## config.mk

```make
export PLATFORM = sky130hd
export DESIGN_NAME = cluster_bus_top
export DESIGN_NICKNAME = d
export VERILOG_FILES = /design/src/source/cluster_bus_pkg.sv /design/src/source/cluster_addr_pkg.sv /design/src/source/cluster_req_buffer.sv /design/src/source/cluster_addr_decode.sv /design/src/source/cluster_target_arbiter.sv /design/src/source/cluster_resp_router.sv /design/src/source/cluster_bus_top.sv
export SDC_FILE = /design/constraint.sdc
export NUM_CORES = 2
export LEC_CHECK = 0
export ABC_AREA = 0
export BUFFER_PORTS_ARGS = -buffer_cell sky130_fd_sc_hd__buf_4
export CAP_MARGIN = 20
export CORE_MARGIN = 2
export CORE_UTILIZATION = 60
export CTS_BUF_LIST = sky130_fd_sc_hd__clkbuf_2
export DETAILED_ROUTE_END_ITERATION = 16
export GPL_TIMING_DRIVEN = 0
export HOLD_SLACK_MARGIN = 0.15
export PLACE_DENSITY_LB_ADDON = 0.12
export SYNTH_ARGS = -nofsm -noshare
export SYNTH_HDL_FRONTEND = slang
export SYNTH_SLANG_ARGS = --single-unit
```

## constraint.sdc

```tcl
create_clock -name clk_i -period 8.9 [get_ports clk_i]
set_clock_uncertainty 0.2 [all_clocks]
set_input_delay 1.78 -clock clk_i [delete_from_list [all_inputs] [get_ports clk_i]]
set_output_delay 1.78 -clock clk_i [all_outputs]
set_load 0.05 [all_outputs]
```

## src/source/cluster_bus_pkg.sv

```systemverilog
/*
 * Bus-wide counts, target index encoding and the
 * single-beat request and response structs
 */

package cluster_bus_pkg;

  // Initiators are core data, core instruction, DMA and external
  localparam int unsigned NB_INIT    = 4;
  localparam int unsigned NB_TGT     = 3;
  localparam int unsigned INIT_IDX_W = 2;

  typedef enum logic [1:0] {
    TGT_TCDM   = 2'd0,
    TGT_PERIPH = 2'd1,
    TGT_EXT    = 2'd2
  } tgt_idx_t;

  // One request beat
  typedef struct packed {
    logic [31:0]           addr;
    logic                  we;
    logic [31:0]           wdata;
    logic [INIT_IDX_W-1:0] src;
  } bus_req_t;

  // One response beat, src names the initiator it returns to
  typedef struct packed {
    logic [31:0]           rdata;
    logic                  err;
    logic [INIT_IDX_W-1:0] src;
  } bus_resp_t;

endpackage

```

## src/source/cluster_addr_pkg.sv

```systemverilog
/*
 * Cluster address map constants and the decode rule struct
 */

package cluster_addr_pkg;

  import cluster_bus_pkg::*;

  // Base of cluster 0, each further cluster is 4 MiB higher
  localparam logic [31:0]  CLUSTER_BASE         = 32'h1000_0000;
  localparam int unsigned  CLUSTER_STRIDE_SHIFT = 22;

  // Window offsets from the cluster base
  localparam logic [31:0]  PERIPH_OFFSET        = 32'h0020_0000;
  localparam logic [31:0]  EXT_OFFSET           = 32'h0040_0000;
  localparam logic [31:0]  ADDR_TOP             = 32'hFFFF_FFFF;

  // End is exclusive except in the last rule, which includes ADDR_TOP
  typedef struct packed {
    tgt_idx_t    idx;
    logic [31:0] start_addr;
    logic [31:0] end_addr;
  } addr_rule_t;

endpackage

```

## src/source/cluster_req_buffer.sv

```systemverilog
/*
 * Circular valid/ready FIFO with a type parameter for its items
 */

`timescale 1ns/1ps

module cluster_req_buffer #(
  parameter type         item_t    = logic [31:0],
  parameter int unsigned BUF_DEPTH = 4
) (
  input  logic  clk_i,
  input  logic  rst_i,
  input  logic  in_valid_i,
  output logic  in_ready_o,
  input  item_t in_data_i,
  output logic  out_valid_o,
  input  logic  out_ready_i,
  output item_t out_data_o
);

  localparam int unsigned      PTR_W    = (BUF_DEPTH > 1) ? $clog2(BUF_DEPTH) : 1;
  localparam int unsigned      CNT_W    = $clog2(BUF_DEPTH + 1);
  localparam logic [PTR_W-1:0] LAST_PTR = PTR_W'(BUF_DEPTH - 1);
  localparam logic [CNT_W-1:0] FULL_CNT = CNT_W'(BUF_DEPTH);

  item_t            mem_q [BUF_DEPTH];
  logic [PTR_W-1:0] wr_ptr_q;
  logic [PTR_W-1:0] rd_ptr_q;
  logic [CNT_W-1:0] count_q;
  logic             push;
  logic             pop;

  // Valid comes straight from the fill count
  assign out_valid_o = (count_q != '0);
  // A full buffer still takes an item when the head leaves
  assign in_ready_o  = (count_q != FULL_CNT) || out_ready_i;
  assign push        = in_valid_i && in_ready_o;
  assign pop         = out_valid_o && out_ready_i;
  assign out_data_o  = mem_q[rd_ptr_q];

  always_ff @(posedge clk_i) begin
    if (rst_i) begin
      wr_ptr_q <= '0;
      rd_ptr_q <= '0;
      count_q  <= '0;
    end else begin
      if (push) begin
        wr_ptr_q <= (wr_ptr_q == LAST_PTR) ? '0 : wr_ptr_q + 1'b1;
      end
      if (pop) begin
        rd_ptr_q <= (rd_ptr_q == LAST_PTR) ? '0 : rd_ptr_q + 1'b1;
      end
      if (push && !pop) begin
        count_q <= count_q + 1'b1;
      end else if (pop && !push) begin
        count_q <= count_q - 1'b1;
      end
    end
  end

  always_ff @(posedge clk_i) begin
    if (push) begin
      mem_q[wr_ptr_q] <= in_data_i;
    end
  end

endmodule

```

## src/source/cluster_addr_decode.sv

```systemverilog
/*
 * Address decoder with a rule table built from the cluster id,
 * steers a request to one target or turns it into an error response
 */

`timescale 1ns/1ps

module cluster_addr_decode
  import cluster_bus_pkg::*;
  import cluster_addr_pkg::*;
#(
  parameter int unsigned TCDM_SIZE = 32'h0001_0000
) (
  input  logic [5:0]        cluster_id_i,
  input  logic              req_valid_i,
  output logic              req_ready_o,
  input  bus_req_t          req_i,
  output logic [NB_TGT-1:0] tgt_valid_o,
  input  logic [NB_TGT-1:0] tgt_ready_i,
  output bus_req_t          tgt_req_o,
  output logic              err_valid_o,
  input  logic              err_ready_i,
  output bus_resp_t         err_resp_o
);

  logic [31:0]              base_addr;
  addr_rule_t [NB_TGT-1:0]  rules;
  logic [NB_TGT-1:0]        sel;
  logic                     unmapped;

  assign base_addr = CLUSTER_BASE + ({26'd0, cluster_id_i} << CLUSTER_STRIDE_SHIFT);

  assign rules[0] = '{idx: TGT_TCDM, start_addr: base_addr,
                      end_addr: base_addr + 32'(TCDM_SIZE)};
  assign rules[1] = '{idx: TGT_PERIPH, start_addr: base_addr + PERIPH_OFFSET,
                      end_addr: base_addr + EXT_OFFSET};
  // Everything above the cluster window goes out
  assign rules[2] = '{idx: TGT_EXT, start_addr: base_addr + EXT_OFFSET,
                      end_addr: ADDR_TOP};

  always_comb begin
    sel = '0;
    for (int r = 0; r < NB_TGT; r++) begin
      if (req_i.addr >= rules[r].start_addr &&
          (req_i.addr < rules[r].end_addr ||
           (r == NB_TGT - 1 && req_i.addr == rules[r].end_addr))) begin
        sel[rules[r].idx] = 1'b1;
      end
    end
  end

  assign unmapped    = (sel == '0);

  // Windows do not overlap, so at most one target is selected
  assign tgt_valid_o = {NB_TGT{req_valid_i}} & sel;
  assign tgt_req_o   = req_i;

  // Unmapped requests never reach a target
  assign err_valid_o = req_valid_i && unmapped;
  assign err_resp_o  = '{rdata: '0, err: 1'b1, src: req_i.src};

  assign req_ready_o = unmapped ? err_ready_i : |(sel & tgt_ready_i);

endmodule

```

## src/source/cluster_target_arbiter.sv

```systemverilog
/*
 * Round-robin arbiter for one target among the initiators
 */

`timescale 1ns/1ps

module cluster_target_arbiter
  import cluster_bus_pkg::*;
(
  input  logic                      clk_i,
  input  logic                      rst_i,
  input  logic [NB_INIT-1:0]        req_valid_i,
  output logic [NB_INIT-1:0]        req_ready_o,
  input  bus_req_t [NB_INIT-1:0]    reqs_i,
  output logic                      tgt_valid_o,
  input  logic                      tgt_ready_i,
  output bus_req_t                  tgt_req_o
);

  // Search starts at rr_q, one past the last initiator served
  logic [INIT_IDX_W-1:0] rr_q;
  logic [INIT_IDX_W-1:0] cand;
  logic [INIT_IDX_W-1:0] gnt_idx;
  logic                  gnt_found;
  logic                  xfer;

  always_comb begin
    gnt_found = 1'b0;
    gnt_idx   = rr_q;
    cand      = rr_q;
    for (int k = 0; k < NB_INIT; k++) begin
      cand = INIT_IDX_W'((int'(rr_q) + k) % NB_INIT);
      if (!gnt_found && req_valid_i[cand]) begin
        gnt_found = 1'b1;
        gnt_idx   = cand;
      end
    end
  end

  assign tgt_valid_o = gnt_found;
  assign tgt_req_o   = reqs_i[gnt_idx];
  assign xfer        = gnt_found && tgt_ready_i;

  always_comb begin
    req_ready_o          = '0;
    req_ready_o[gnt_idx] = xfer;
  end

  // Pointer moves only on a completed transfer so a stalled grant holds
  always_ff @(posedge clk_i) begin
    if (rst_i) begin
      rr_q <= '0;
    end else if (xfer) begin
      rr_q <= INIT_IDX_W'((int'(gnt_idx) + 1) % NB_INIT);
    end
  end

endmodule

```

## src/source/cluster_resp_router.sv

```systemverilog
/*
 * Response router, per initiator a round robin over the three
 * target responses addressed to it and its own decode errors
 */

`timescale 1ns/1ps

module cluster_resp_router
  import cluster_bus_pkg::*;
(
  input  logic                       clk_i,
  input  logic                       rst_i,
  input  logic [NB_TGT-1:0]          tgt_resp_valid_i,
  output logic [NB_TGT-1:0]          tgt_resp_ready_o,
  input  bus_resp_t [NB_TGT-1:0]     tgt_resp_i,
  input  logic [NB_INIT-1:0]         err_valid_i,
  output logic [NB_INIT-1:0]         err_ready_o,
  input  bus_resp_t [NB_INIT-1:0]    err_resp_i,
  output logic [NB_INIT-1:0]         init_resp_valid_o,
  input  logic [NB_INIT-1:0]         init_resp_ready_i,
  output bus_resp_t [NB_INIT-1:0]    init_resp_o
);

  // Sources 0..NB_TGT-1 are targets, the last one is the error path
  localparam int unsigned NB_SRC = NB_TGT + 1;
  localparam int unsigned SRC_W  = $clog2(NB_SRC);

  logic [NB_INIT-1:0][NB_TGT-1:0] tgt_take;

  for (genvar gi = 0; gi < NB_INIT; gi++) begin : g_init
    logic [NB_SRC-1:0]          src_valid;
    bus_resp_t [NB_SRC-1:0]     src_resp;
    logic [SRC_W-1:0]           rr_q;
    logic [SRC_W-1:0]           cand;
    logic [SRC_W-1:0]           gnt_idx;
    logic                       gnt_found;
    logic                       xfer;

    always_comb begin
      for (int j = 0; j < NB_TGT; j++) begin
        src_valid[j] = tgt_resp_valid_i[j] && (tgt_resp_i[j].src == INIT_IDX_W'(gi));
        src_resp[j]  = tgt_resp_i[j];
      end
      src_valid[NB_TGT] = err_valid_i[gi];
      src_resp[NB_TGT]  = err_resp_i[gi];
    end

    always_comb begin
      gnt_found = 1'b0;
      gnt_idx   = rr_q;
      cand      = rr_q;
      for (int k = 0; k < NB_SRC; k++) begin
        cand = SRC_W'((int'(rr_q) + k) % NB_SRC);
        if (!gnt_found && src_valid[cand]) begin
          gnt_found = 1'b1;
          gnt_idx   = cand;
        end
      end
    end

    assign init_resp_valid_o[gi] = gnt_found;
    assign init_resp_o[gi]       = src_resp[gnt_idx];
    assign xfer                  = gnt_found && init_resp_ready_i[gi];
    assign err_ready_o[gi]       = xfer && (gnt_idx == SRC_W'(NB_TGT));

    for (genvar gt = 0; gt < NB_TGT; gt++) begin : g_take
      assign tgt_take[gi][gt] = xfer && (gnt_idx == SRC_W'(gt));
    end

    always_ff @(posedge clk_i) begin
      if (rst_i) begin
        rr_q <= '0;
      end else if (xfer) begin
        rr_q <= SRC_W'((int'(gnt_idx) + 1) % NB_SRC);
      end
    end
  end

  // A target response names one initiator, so at most one takes it
  always_comb begin
    tgt_resp_ready_o = '0;
    for (int i = 0; i < NB_INIT; i++) begin
      tgt_resp_ready_o = tgt_resp_ready_o | tgt_take[i];
    end
  end

endmodule

```

## src/source/cluster_bus_top.sv

```systemverilog
/*
 * Cluster interconnect top level, request buffers, address
 * decoders, target arbiters and the response router
 */

`timescale 1ns/1ps

module cluster_bus_top
  import cluster_bus_pkg::*;
#(
  // Keep at or below 2 MiB, the peripheral window starts there
  parameter int unsigned TCDM_SIZE = 32'h0001_0000,
  parameter int unsigned BUF_DEPTH = 4
) (
  input  logic                       clk_i,
  input  logic                       rst_i,
  input  logic [5:0]                 cluster_id_i,
  input  logic [NB_INIT-1:0]         init_req_valid_i,
  output logic [NB_INIT-1:0]         init_req_ready_o,
  input  bus_req_t [NB_INIT-1:0]     init_req_i,
  output logic [NB_INIT-1:0]         init_resp_valid_o,
  input  logic [NB_INIT-1:0]         init_resp_ready_i,
  output bus_resp_t [NB_INIT-1:0]    init_resp_o,
  output logic [NB_TGT-1:0]          tgt_req_valid_o,
  input  logic [NB_TGT-1:0]          tgt_req_ready_i,
  output bus_req_t [NB_TGT-1:0]      tgt_req_o,
  input  logic [NB_TGT-1:0]          tgt_resp_valid_i,
  output logic [NB_TGT-1:0]          tgt_resp_ready_o,
  input  bus_resp_t [NB_TGT-1:0]     tgt_resp_i
);

  bus_req_t [NB_INIT-1:0]            tagged_req;
  logic [NB_INIT-1:0]                buf_out_valid;
  logic [NB_INIT-1:0]                buf_out_ready;
  bus_req_t [NB_INIT-1:0]            buf_out_req;
  bus_req_t [NB_INIT-1:0]            dec_req;
  logic [NB_INIT-1:0][NB_TGT-1:0]    dec_tgt_valid;
  logic [NB_INIT-1:0][NB_TGT-1:0]    dec_tgt_ready;
  logic [NB_TGT-1:0][NB_INIT-1:0]    arb_req_valid;
  logic [NB_TGT-1:0][NB_INIT-1:0]    arb_req_ready;
  logic [NB_INIT-1:0]                err_valid;
  logic [NB_INIT-1:0]                err_ready;
  bus_resp_t [NB_INIT-1:0]           err_resp;

  for (genvar gi = 0; gi < NB_INIT; gi++) begin : g_init
    // Source field always carries the port the request came in on
    assign tagged_req[gi] = '{addr:  init_req_i[gi].addr,
                              we:    init_req_i[gi].we,
                              wdata: init_req_i[gi].wdata,
                              src:   INIT_IDX_W'(gi)};

    cluster_req_buffer #(
      .item_t    ( bus_req_t ),
      .BUF_DEPTH ( BUF_DEPTH )
    ) u_req_buf (
      .clk_i       ( clk_i                ),
      .rst_i       ( rst_i                ),
      .in_valid_i  ( init_req_valid_i[gi] ),
      .in_ready_o  ( init_req_ready_o[gi] ),
      .in_data_i   ( tagged_req[gi]       ),
      .out_valid_o ( buf_out_valid[gi]    ),
      .out_ready_i ( buf_out_ready[gi]    ),
      .out_data_o  ( buf_out_req[gi]      )
    );

    cluster_addr_decode #(
      .TCDM_SIZE ( TCDM_SIZE )
    ) u_decode (
      .cluster_id_i ( cluster_id_i       ),
      .req_valid_i  ( buf_out_valid[gi]  ),
      .req_ready_o  ( buf_out_ready[gi]  ),
      .req_i        ( buf_out_req[gi]    ),
      .tgt_valid_o  ( dec_tgt_valid[gi]  ),
      .tgt_ready_i  ( dec_tgt_ready[gi]  ),
      .tgt_req_o    ( dec_req[gi]        ),
      .err_valid_o  ( err_valid[gi]      ),
      .err_ready_i  ( err_ready[gi]      ),
      .err_resp_o   ( err_resp[gi]       )
    );
  end

  for (genvar gt = 0; gt < NB_TGT; gt++) begin : g_tgt
    // Turn decoder-major handshakes into arbiter-major ones
    for (genvar gi = 0; gi < NB_INIT; gi++) begin : g_xpose
      assign arb_req_valid[gt][gi] = dec_tgt_valid[gi][gt];
      assign dec_tgt_ready[gi][gt] = arb_req_ready[gt][gi];
    end

    cluster_target_arbiter u_arb (
      .clk_i       ( clk_i               ),
      .rst_i       ( rst_i               ),
      .req_valid_i ( arb_req_valid[gt]   ),
      .req_ready_o ( arb_req_ready[gt]   ),
      .reqs_i      ( dec_req             ),
      .tgt_valid_o ( tgt_req_valid_o[gt] ),
      .tgt_ready_i ( tgt_req_ready_i[gt] ),
      .tgt_req_o   ( tgt_req_o[gt]       )
    );
  end

  cluster_resp_router u_router (
    .clk_i             ( clk_i             ),
    .rst_i             ( rst_i             ),
    .tgt_resp_valid_i  ( tgt_resp_valid_i  ),
    .tgt_resp_ready_o  ( tgt_resp_ready_o  ),
    .tgt_resp_i        ( tgt_resp_i        ),
    .err_valid_i       ( err_valid         ),
    .err_ready_o       ( err_ready         ),
    .err_resp_i        ( err_resp          ),
    .init_resp_valid_o ( init_resp_valid_o ),
    .init_resp_ready_i ( init_resp_ready_i ),
    .init_resp_o       ( init_resp_o       )
  );

endmodule

```

=== Word-level counts from Yosys, hierarchy flattened ===
Memory sizes are Yosys's and may differ from the RTL's. A register that Yosys moved wholly into a read port is not among the register bits.
Cells that the tools add are included.

* Muxes and demuxes: 173
* Bitwise operators: 14
* Order comparisons: 62
* Reductions and logical operators: 151
* Equal/unequal tests: 37
* $add $sub $neg: 48

{| class="wikitable"
|+ Operator list
! kind !! number
|-
| 67-bit binary-select mux with 2-bit select || 3
|-
| 32-bit greater-or-equal comparator || 12
|-
| 35-bit binary-select mux with 2-bit select || 4
|-
| 32-bit < comparator || 8
|-
| 67-bit two-way mux || 3
|-
| 35-bit two-way mux || 4
|-
| 32-bit equality test, second input constant || 4
|-
| 32-bit < comparator, second input constant || 4
|-
| 2-bit by 3-bit < comparator with 1-bit output, second input constant || 35
|-
| 1-bit logical AND || 91
|-
| 2-bit two-way mux || 41
|-
| 1-bit two-way mux || 75
|-
| 1-bit binary-select mux with 2-bit select || 28
|-
| 2-bit by 1-bit adder with 2-bit output, second input constant || 22
|-
| 2-bit equality test, second input constant || 22
|-
| 3-bit two-way mux || 12
|-
| 32-bit by 17-bit adder with 32-bit output, second input constant || 1
|-
| 32-bit by 22-bit adder with 32-bit output, second input constant || 1
|-
| 32-bit by 23-bit adder with 32-bit output, second input constant || 1
|-
| 29-bit by 28-bit adder with 30-bit output, first input constant || 1
|-
| 1-bit zero test || 29
|-
| 2-bit adder, second input constant || 14
|-
| 3-bit AND || 8
|-
| 2-bit by 1-bit equality test with 1-bit output, second input constant || 7
|-
| other kinds (13) || 55
|}

* Input bits: 395
* Word-level logic and storage cells: 508
* Bits in writable memories: 1040
* Register bits after elaboration: 42
* Output and inout bits: 355
* Memories: 4

{| class="wikitable"
|+ Memory list
! name !! words !! width !! read ports !! clocked after Yosys merged registers in !! write ports !! line !! RTL
|-
| g_init[0].u_req_buf.mem_q || 4 || 65 || 1 || 1 || 1 || cluster_req_buffer.sv:26 || <nowiki>item_t mem_q [BUF_DEPTH];</nowiki>
|-
| g_init[1].u_req_buf.mem_q || 4 || 65 || 1 || 1 || 1 || cluster_req_buffer.sv:26 ||
|-
| g_init[2].u_req_buf.mem_q || 4 || 65 || 1 || 1 || 1 || cluster_req_buffer.sv:26 ||
|-
| g_init[3].u_req_buf.mem_q || 4 || 65 || 1 || 1 || 1 || cluster_req_buffer.sv:26 ||
|}

=== Depth between registers and ports, before layout ===
* Depth in word-level cells: 34
* Mapped depth: 31
* Gate-level depth less buffers: 25

=== Hierarchy ===
A second synthesis with hierarchy kept.

* Cells, all modules: 3431
* Area total of the unflattened synthesis: 58282.1 um2

{| class="wikitable"
|+ By module, submodules not included
! module !! cells an instance !! sequential area each (um2) !! area each (um2) !! times used
|-
| cluster_req_buffer || 398 || 8227.9 || 10122.2 || 4
|-
| cluster_target_arbiter || 256 || 40.0 || 2557.5 || 3
|-
| cluster_addr_decode || 188 || 0.0 || 1388.8 || 4
|-
| cluster_resp_router || 317 || 160.2 || 4558.1 || 1
|-
| cluster_bus_top || 2 || 0.0 || 7.5 || 1
|}

=== Worst setup path before layout ===
Ideal clock, no wire load.

* Path kind: reg-to-output
* Start point: register (tool-made name)
* End point: output init_req_ready_o[0]
* Stages on the path, launching flop included: 23
* Slack: 0.666 ns
* Arrival time: 6.254 ns
* Required time: 6.920 ns
* Path through: dfxtp_1 -> buf_6 -> buf_4 -> buf_2 -> clkbuf_1 -> mux4_2 -> ha_1 -> nor2b_1 -> o21a_1 -> o221a_2 -> or4_1 -> a211oi_2 -> a21o_1 -> o221a_1 -> and4_1 -> inv_2 -> buf_2 -> buf_4 -> ha_1 -> and2_1 -> a211o_1 -> a21o_1 -> buf_4

{| class="wikitable"
|+ RTL lines
! element !! line !! RTL
|-
| end: declaration || cluster_bus_top.sv:19 || <nowiki>output logic [NB_INIT-1:0] init_req_ready_o,</nowiki>
|}

==> qor.yml <==
port_buffers: 738
num_io_pins: 750
drc_errors: 0
hpwl_um: 135100
final_net_count: 5184
p_sw_w: 0.01241
hold_class: "reg -> reg"
wire_per_inst_um: 31.14
yosysSeqAreaShare: 0.6073
grt.overflow.total: 0
synth.most_common_cell: "edfxtp_1"
syn_area_per_cell_um2: 15.78
p_leak_nw: 25.10
tightest_slew_ps: 1002
use_met2: 0.6146
wl_um: 188300
min_period_ps: 8803
p_comb_frac: 0.603
finalCritPeriodShare: 0.9891
grtUsageMet1: 0.5198
gp_congestion: 0.9909
crit_required_ps: 6920
rows: 109
maxSlewHeadroom: 0.3318
setup_viol: 0
synthAdderAreaFrac: 0.02614
cts.sinks: 1090
cts.htree.levels: 5
gr-usage-met3: 0.1234
outcome: "finished, final reports clean"
firstDrtPassIters: 7
cts_buffers: 286
ys.flop_type: "edfxtp_1"
coreArea_mm2: 0.08797
rsz0062_at_grt: "yes"
p_int_w: 0.01208
grt_max_degree: 60
path_clk_slew_ps: 100
syn_to_final_growth_pct: 26.12
dieArea_mm2: 0.09085
die_width_um: 301.4
synth_top_family_by_area: "multiplexers"
start_kind: "register"
cp_max_fo: 10
drt_first_iter_violations: 4809
synth_compound_area_frac: 0.06912
synth-seq-cells: 1090
ys_warn_count: 0
antenna_found_initial: 39
cp_data_arrival_time_ps: 6820
drive_gt1_frac: 0.3818
yosys.area_share.simple: 0.05337
cts_root_buf: "clkbuf_2"
drv_cap: 0
end_kind: "primary output"
cts_tree: "done"
fill_cells: 5541
grt_pass1_wl_um: 262500
fmax_mhz: 113.6
power_w: 0.02449
slew_violations: 0
synth_edf_count: 1040
netlist_instances: 3363
postSynth.asyncResetShare: 0
swShare: 0.5066
busiest_layer: "met2"
clock_latency_ps: 1570
whs_ps: 238.1
synthesis.nets: 3864
crit_type: "reg -> out"
synth_area_leaders: "edfxtp_1 (59%), mux4_2 (11%), mux2i_1 (10%)"
synthTopCellsByCount: "edfxtp_1 (1040), mux2i_1 (542), mux4_2 (260), nand2_1 (245), o2bb2ai_1 (132)"
syn-cell-area_mm2: 0.05308
cts_buffer_depth: 4
die_h_um: 301.4
hold_viol_final: 0
clkPwrFrac: 0.133
ir_worst_vdd_mv: 0.6117
seq_power_share: 0.264
synthMuxAreaShare: 0.2152
postRouteAntennaNets: 0
synthXorXnorAreaFrac: 0.003913
start_util: 0.6034
yosysTopAreaCellShare: 0.5884
track_usage: 0.4072
vias_per_cell: 6.525
ys_types: 99
yosys.area.top_type: "edfxtp_1"
vias: 39450
grt_pass1_vias: 38660
power_density_mw_per_mm2: 365.8
[metrics by stage]
step	cells	setup WS [ps]	TNS [ps]	util	instance area [um2]
3_5_place_dp	5284	-1585	-348420	0.6886	60580
3_3_place_gp	5266	-3028	-2946810	0.6829	60070
6_report	6046	96.80	0	0.7610	66940
5_1_grt	6033	-77.79	-453.5	0.7606	66910
2_1_floorplan	3363	665.6	0	-	53080
4_1_cts	5934	-100.3	-439.4	0.7477	65770
[state kept, by name (all words and copies together), names as in the netlist, named ones only]
| name | cells |
|---|---|
| g_init.u_req_buf.count_q | 12 |
| u_router.g_init.rr_q | 8 |
| g_init.u_req_buf.rd_ptr_q | 8 |
| g_init.u_req_buf.mem_q | 1040 |
| g_tgt.u_arb.rr_q | 6 |
| g_init.u_req_buf.wr_ptr_q | 8 |
[final timing paths]
check | endpoint | depth (start not counted) | from | slack, ps
worst max-delay path | tgt_req_o[185] | 20 | register | 100
worst min-delay path | register | 2 | g_init[2].u_req_buf.rd_ptr_q[1] | 240
worst min register to register | register | 2 | g_init[2].u_req_buf.rd_ptr_q[1] | 240
worst max register to register | g_init[1].u_req_buf.count_q[2] | 28 | register | 1990
[power by group through the flow]
stage	Combinational [W]	Sequential (W)	Clock, W
3_5_place_dp	0.0135	0.00656	0
6_report	0.0148	0.00646	0.00325
3_3_place_gp	0.0133	0.00660	0
2_1_floorplan	0.00857	0.00653	0
5_1_grt	0.0151	0.00651	0.00354
4_1_cts	0.0141	0.00645	0.00326
[layout by cell type (no fill, tap or decap), drive strengths merged, types with 20 or more instances in the layout]
cell type    count
ha             102
a211oi          22
or3             20
and2            30
a21oi          107
nand3           31
diode           41
o21ai           43
inv             59
mux4           262
nor2            78
clkbuf         445
nand2b          25
mux2i          542
nor3            34
dfxtp           50
edfxtp        1040
a32oi           68
buf           1008
clkinv          71
o2bb2ai        133
dlygate4sd3    162
nand2          246
[what timing repair did]
action,CTS,global route
pin swaps,20,49
cloned,1,2
hold endpoints to repair,554,0
setup buffers,43,68
gates resized for setup,234,133
endpoints found under the setup margin,1327,187
hold buffers,162,0
[layout make-up]
| type | instances | area, um2 | share of cell area |
|---|---|---|---|
| clock buffers | 366 | 1832 | 0.02736 |
| flip-flops and latches | 1090 | 32250 | 0.4818 |
| repair buffers | 1035 | 8589 | 0.1283 |
| diodes | 41 | 102.6 | 0.001533 |
| multi-input cells | 1998 | 20320 | 0.3036 |
| clock inverters | 79 | 449.2 | 0.006710 |
| plain buffers | 215 | 1692 | 0.02527 |
| inverters | 57 | 246.5 | 0.003682 |
| well taps | 1165 | 1458 | 0.02178 |
[kinds of logic (layout without fill, tap and decap cells)]
logic type                 Yosys count  after routing
xor gates and xnor gates            19             19
other                                0             41
adders and majority gates          109            109
buffers and inverters              275           1752
DFF                               1090           1090
and+or+nand+nor                    578            578
muxes                              812            812
AOI/OAI and AO/OA                  480            480
[per-layer routing]
layer,wire (um),vias to the layer above
met5,141,-
met4,11450,6
met3,22680,494
met2,87010,2793
met1,67010,19710
li1,-,16450
[critical path, stage by stage, from the launching register on]
cell and delay [ps]:
dfxtp_4 380, buf_12 110, buf_12 110, buf_12 110, clkbuf_16 140, mux4_2 550, ha_4 240, nor2b_1 120
o21a_1 160, o221a_2 260, or4_4 480, a211oi_4 380, a21oi_2 110, or3_1 310, a31o_1 220, buf_6 170
clkinv_8 90, buf_1 430, a21oi_1 160, a32oi_1 440, buf_4 300
No activity file was read; power rests on OpenSTA's default activity.
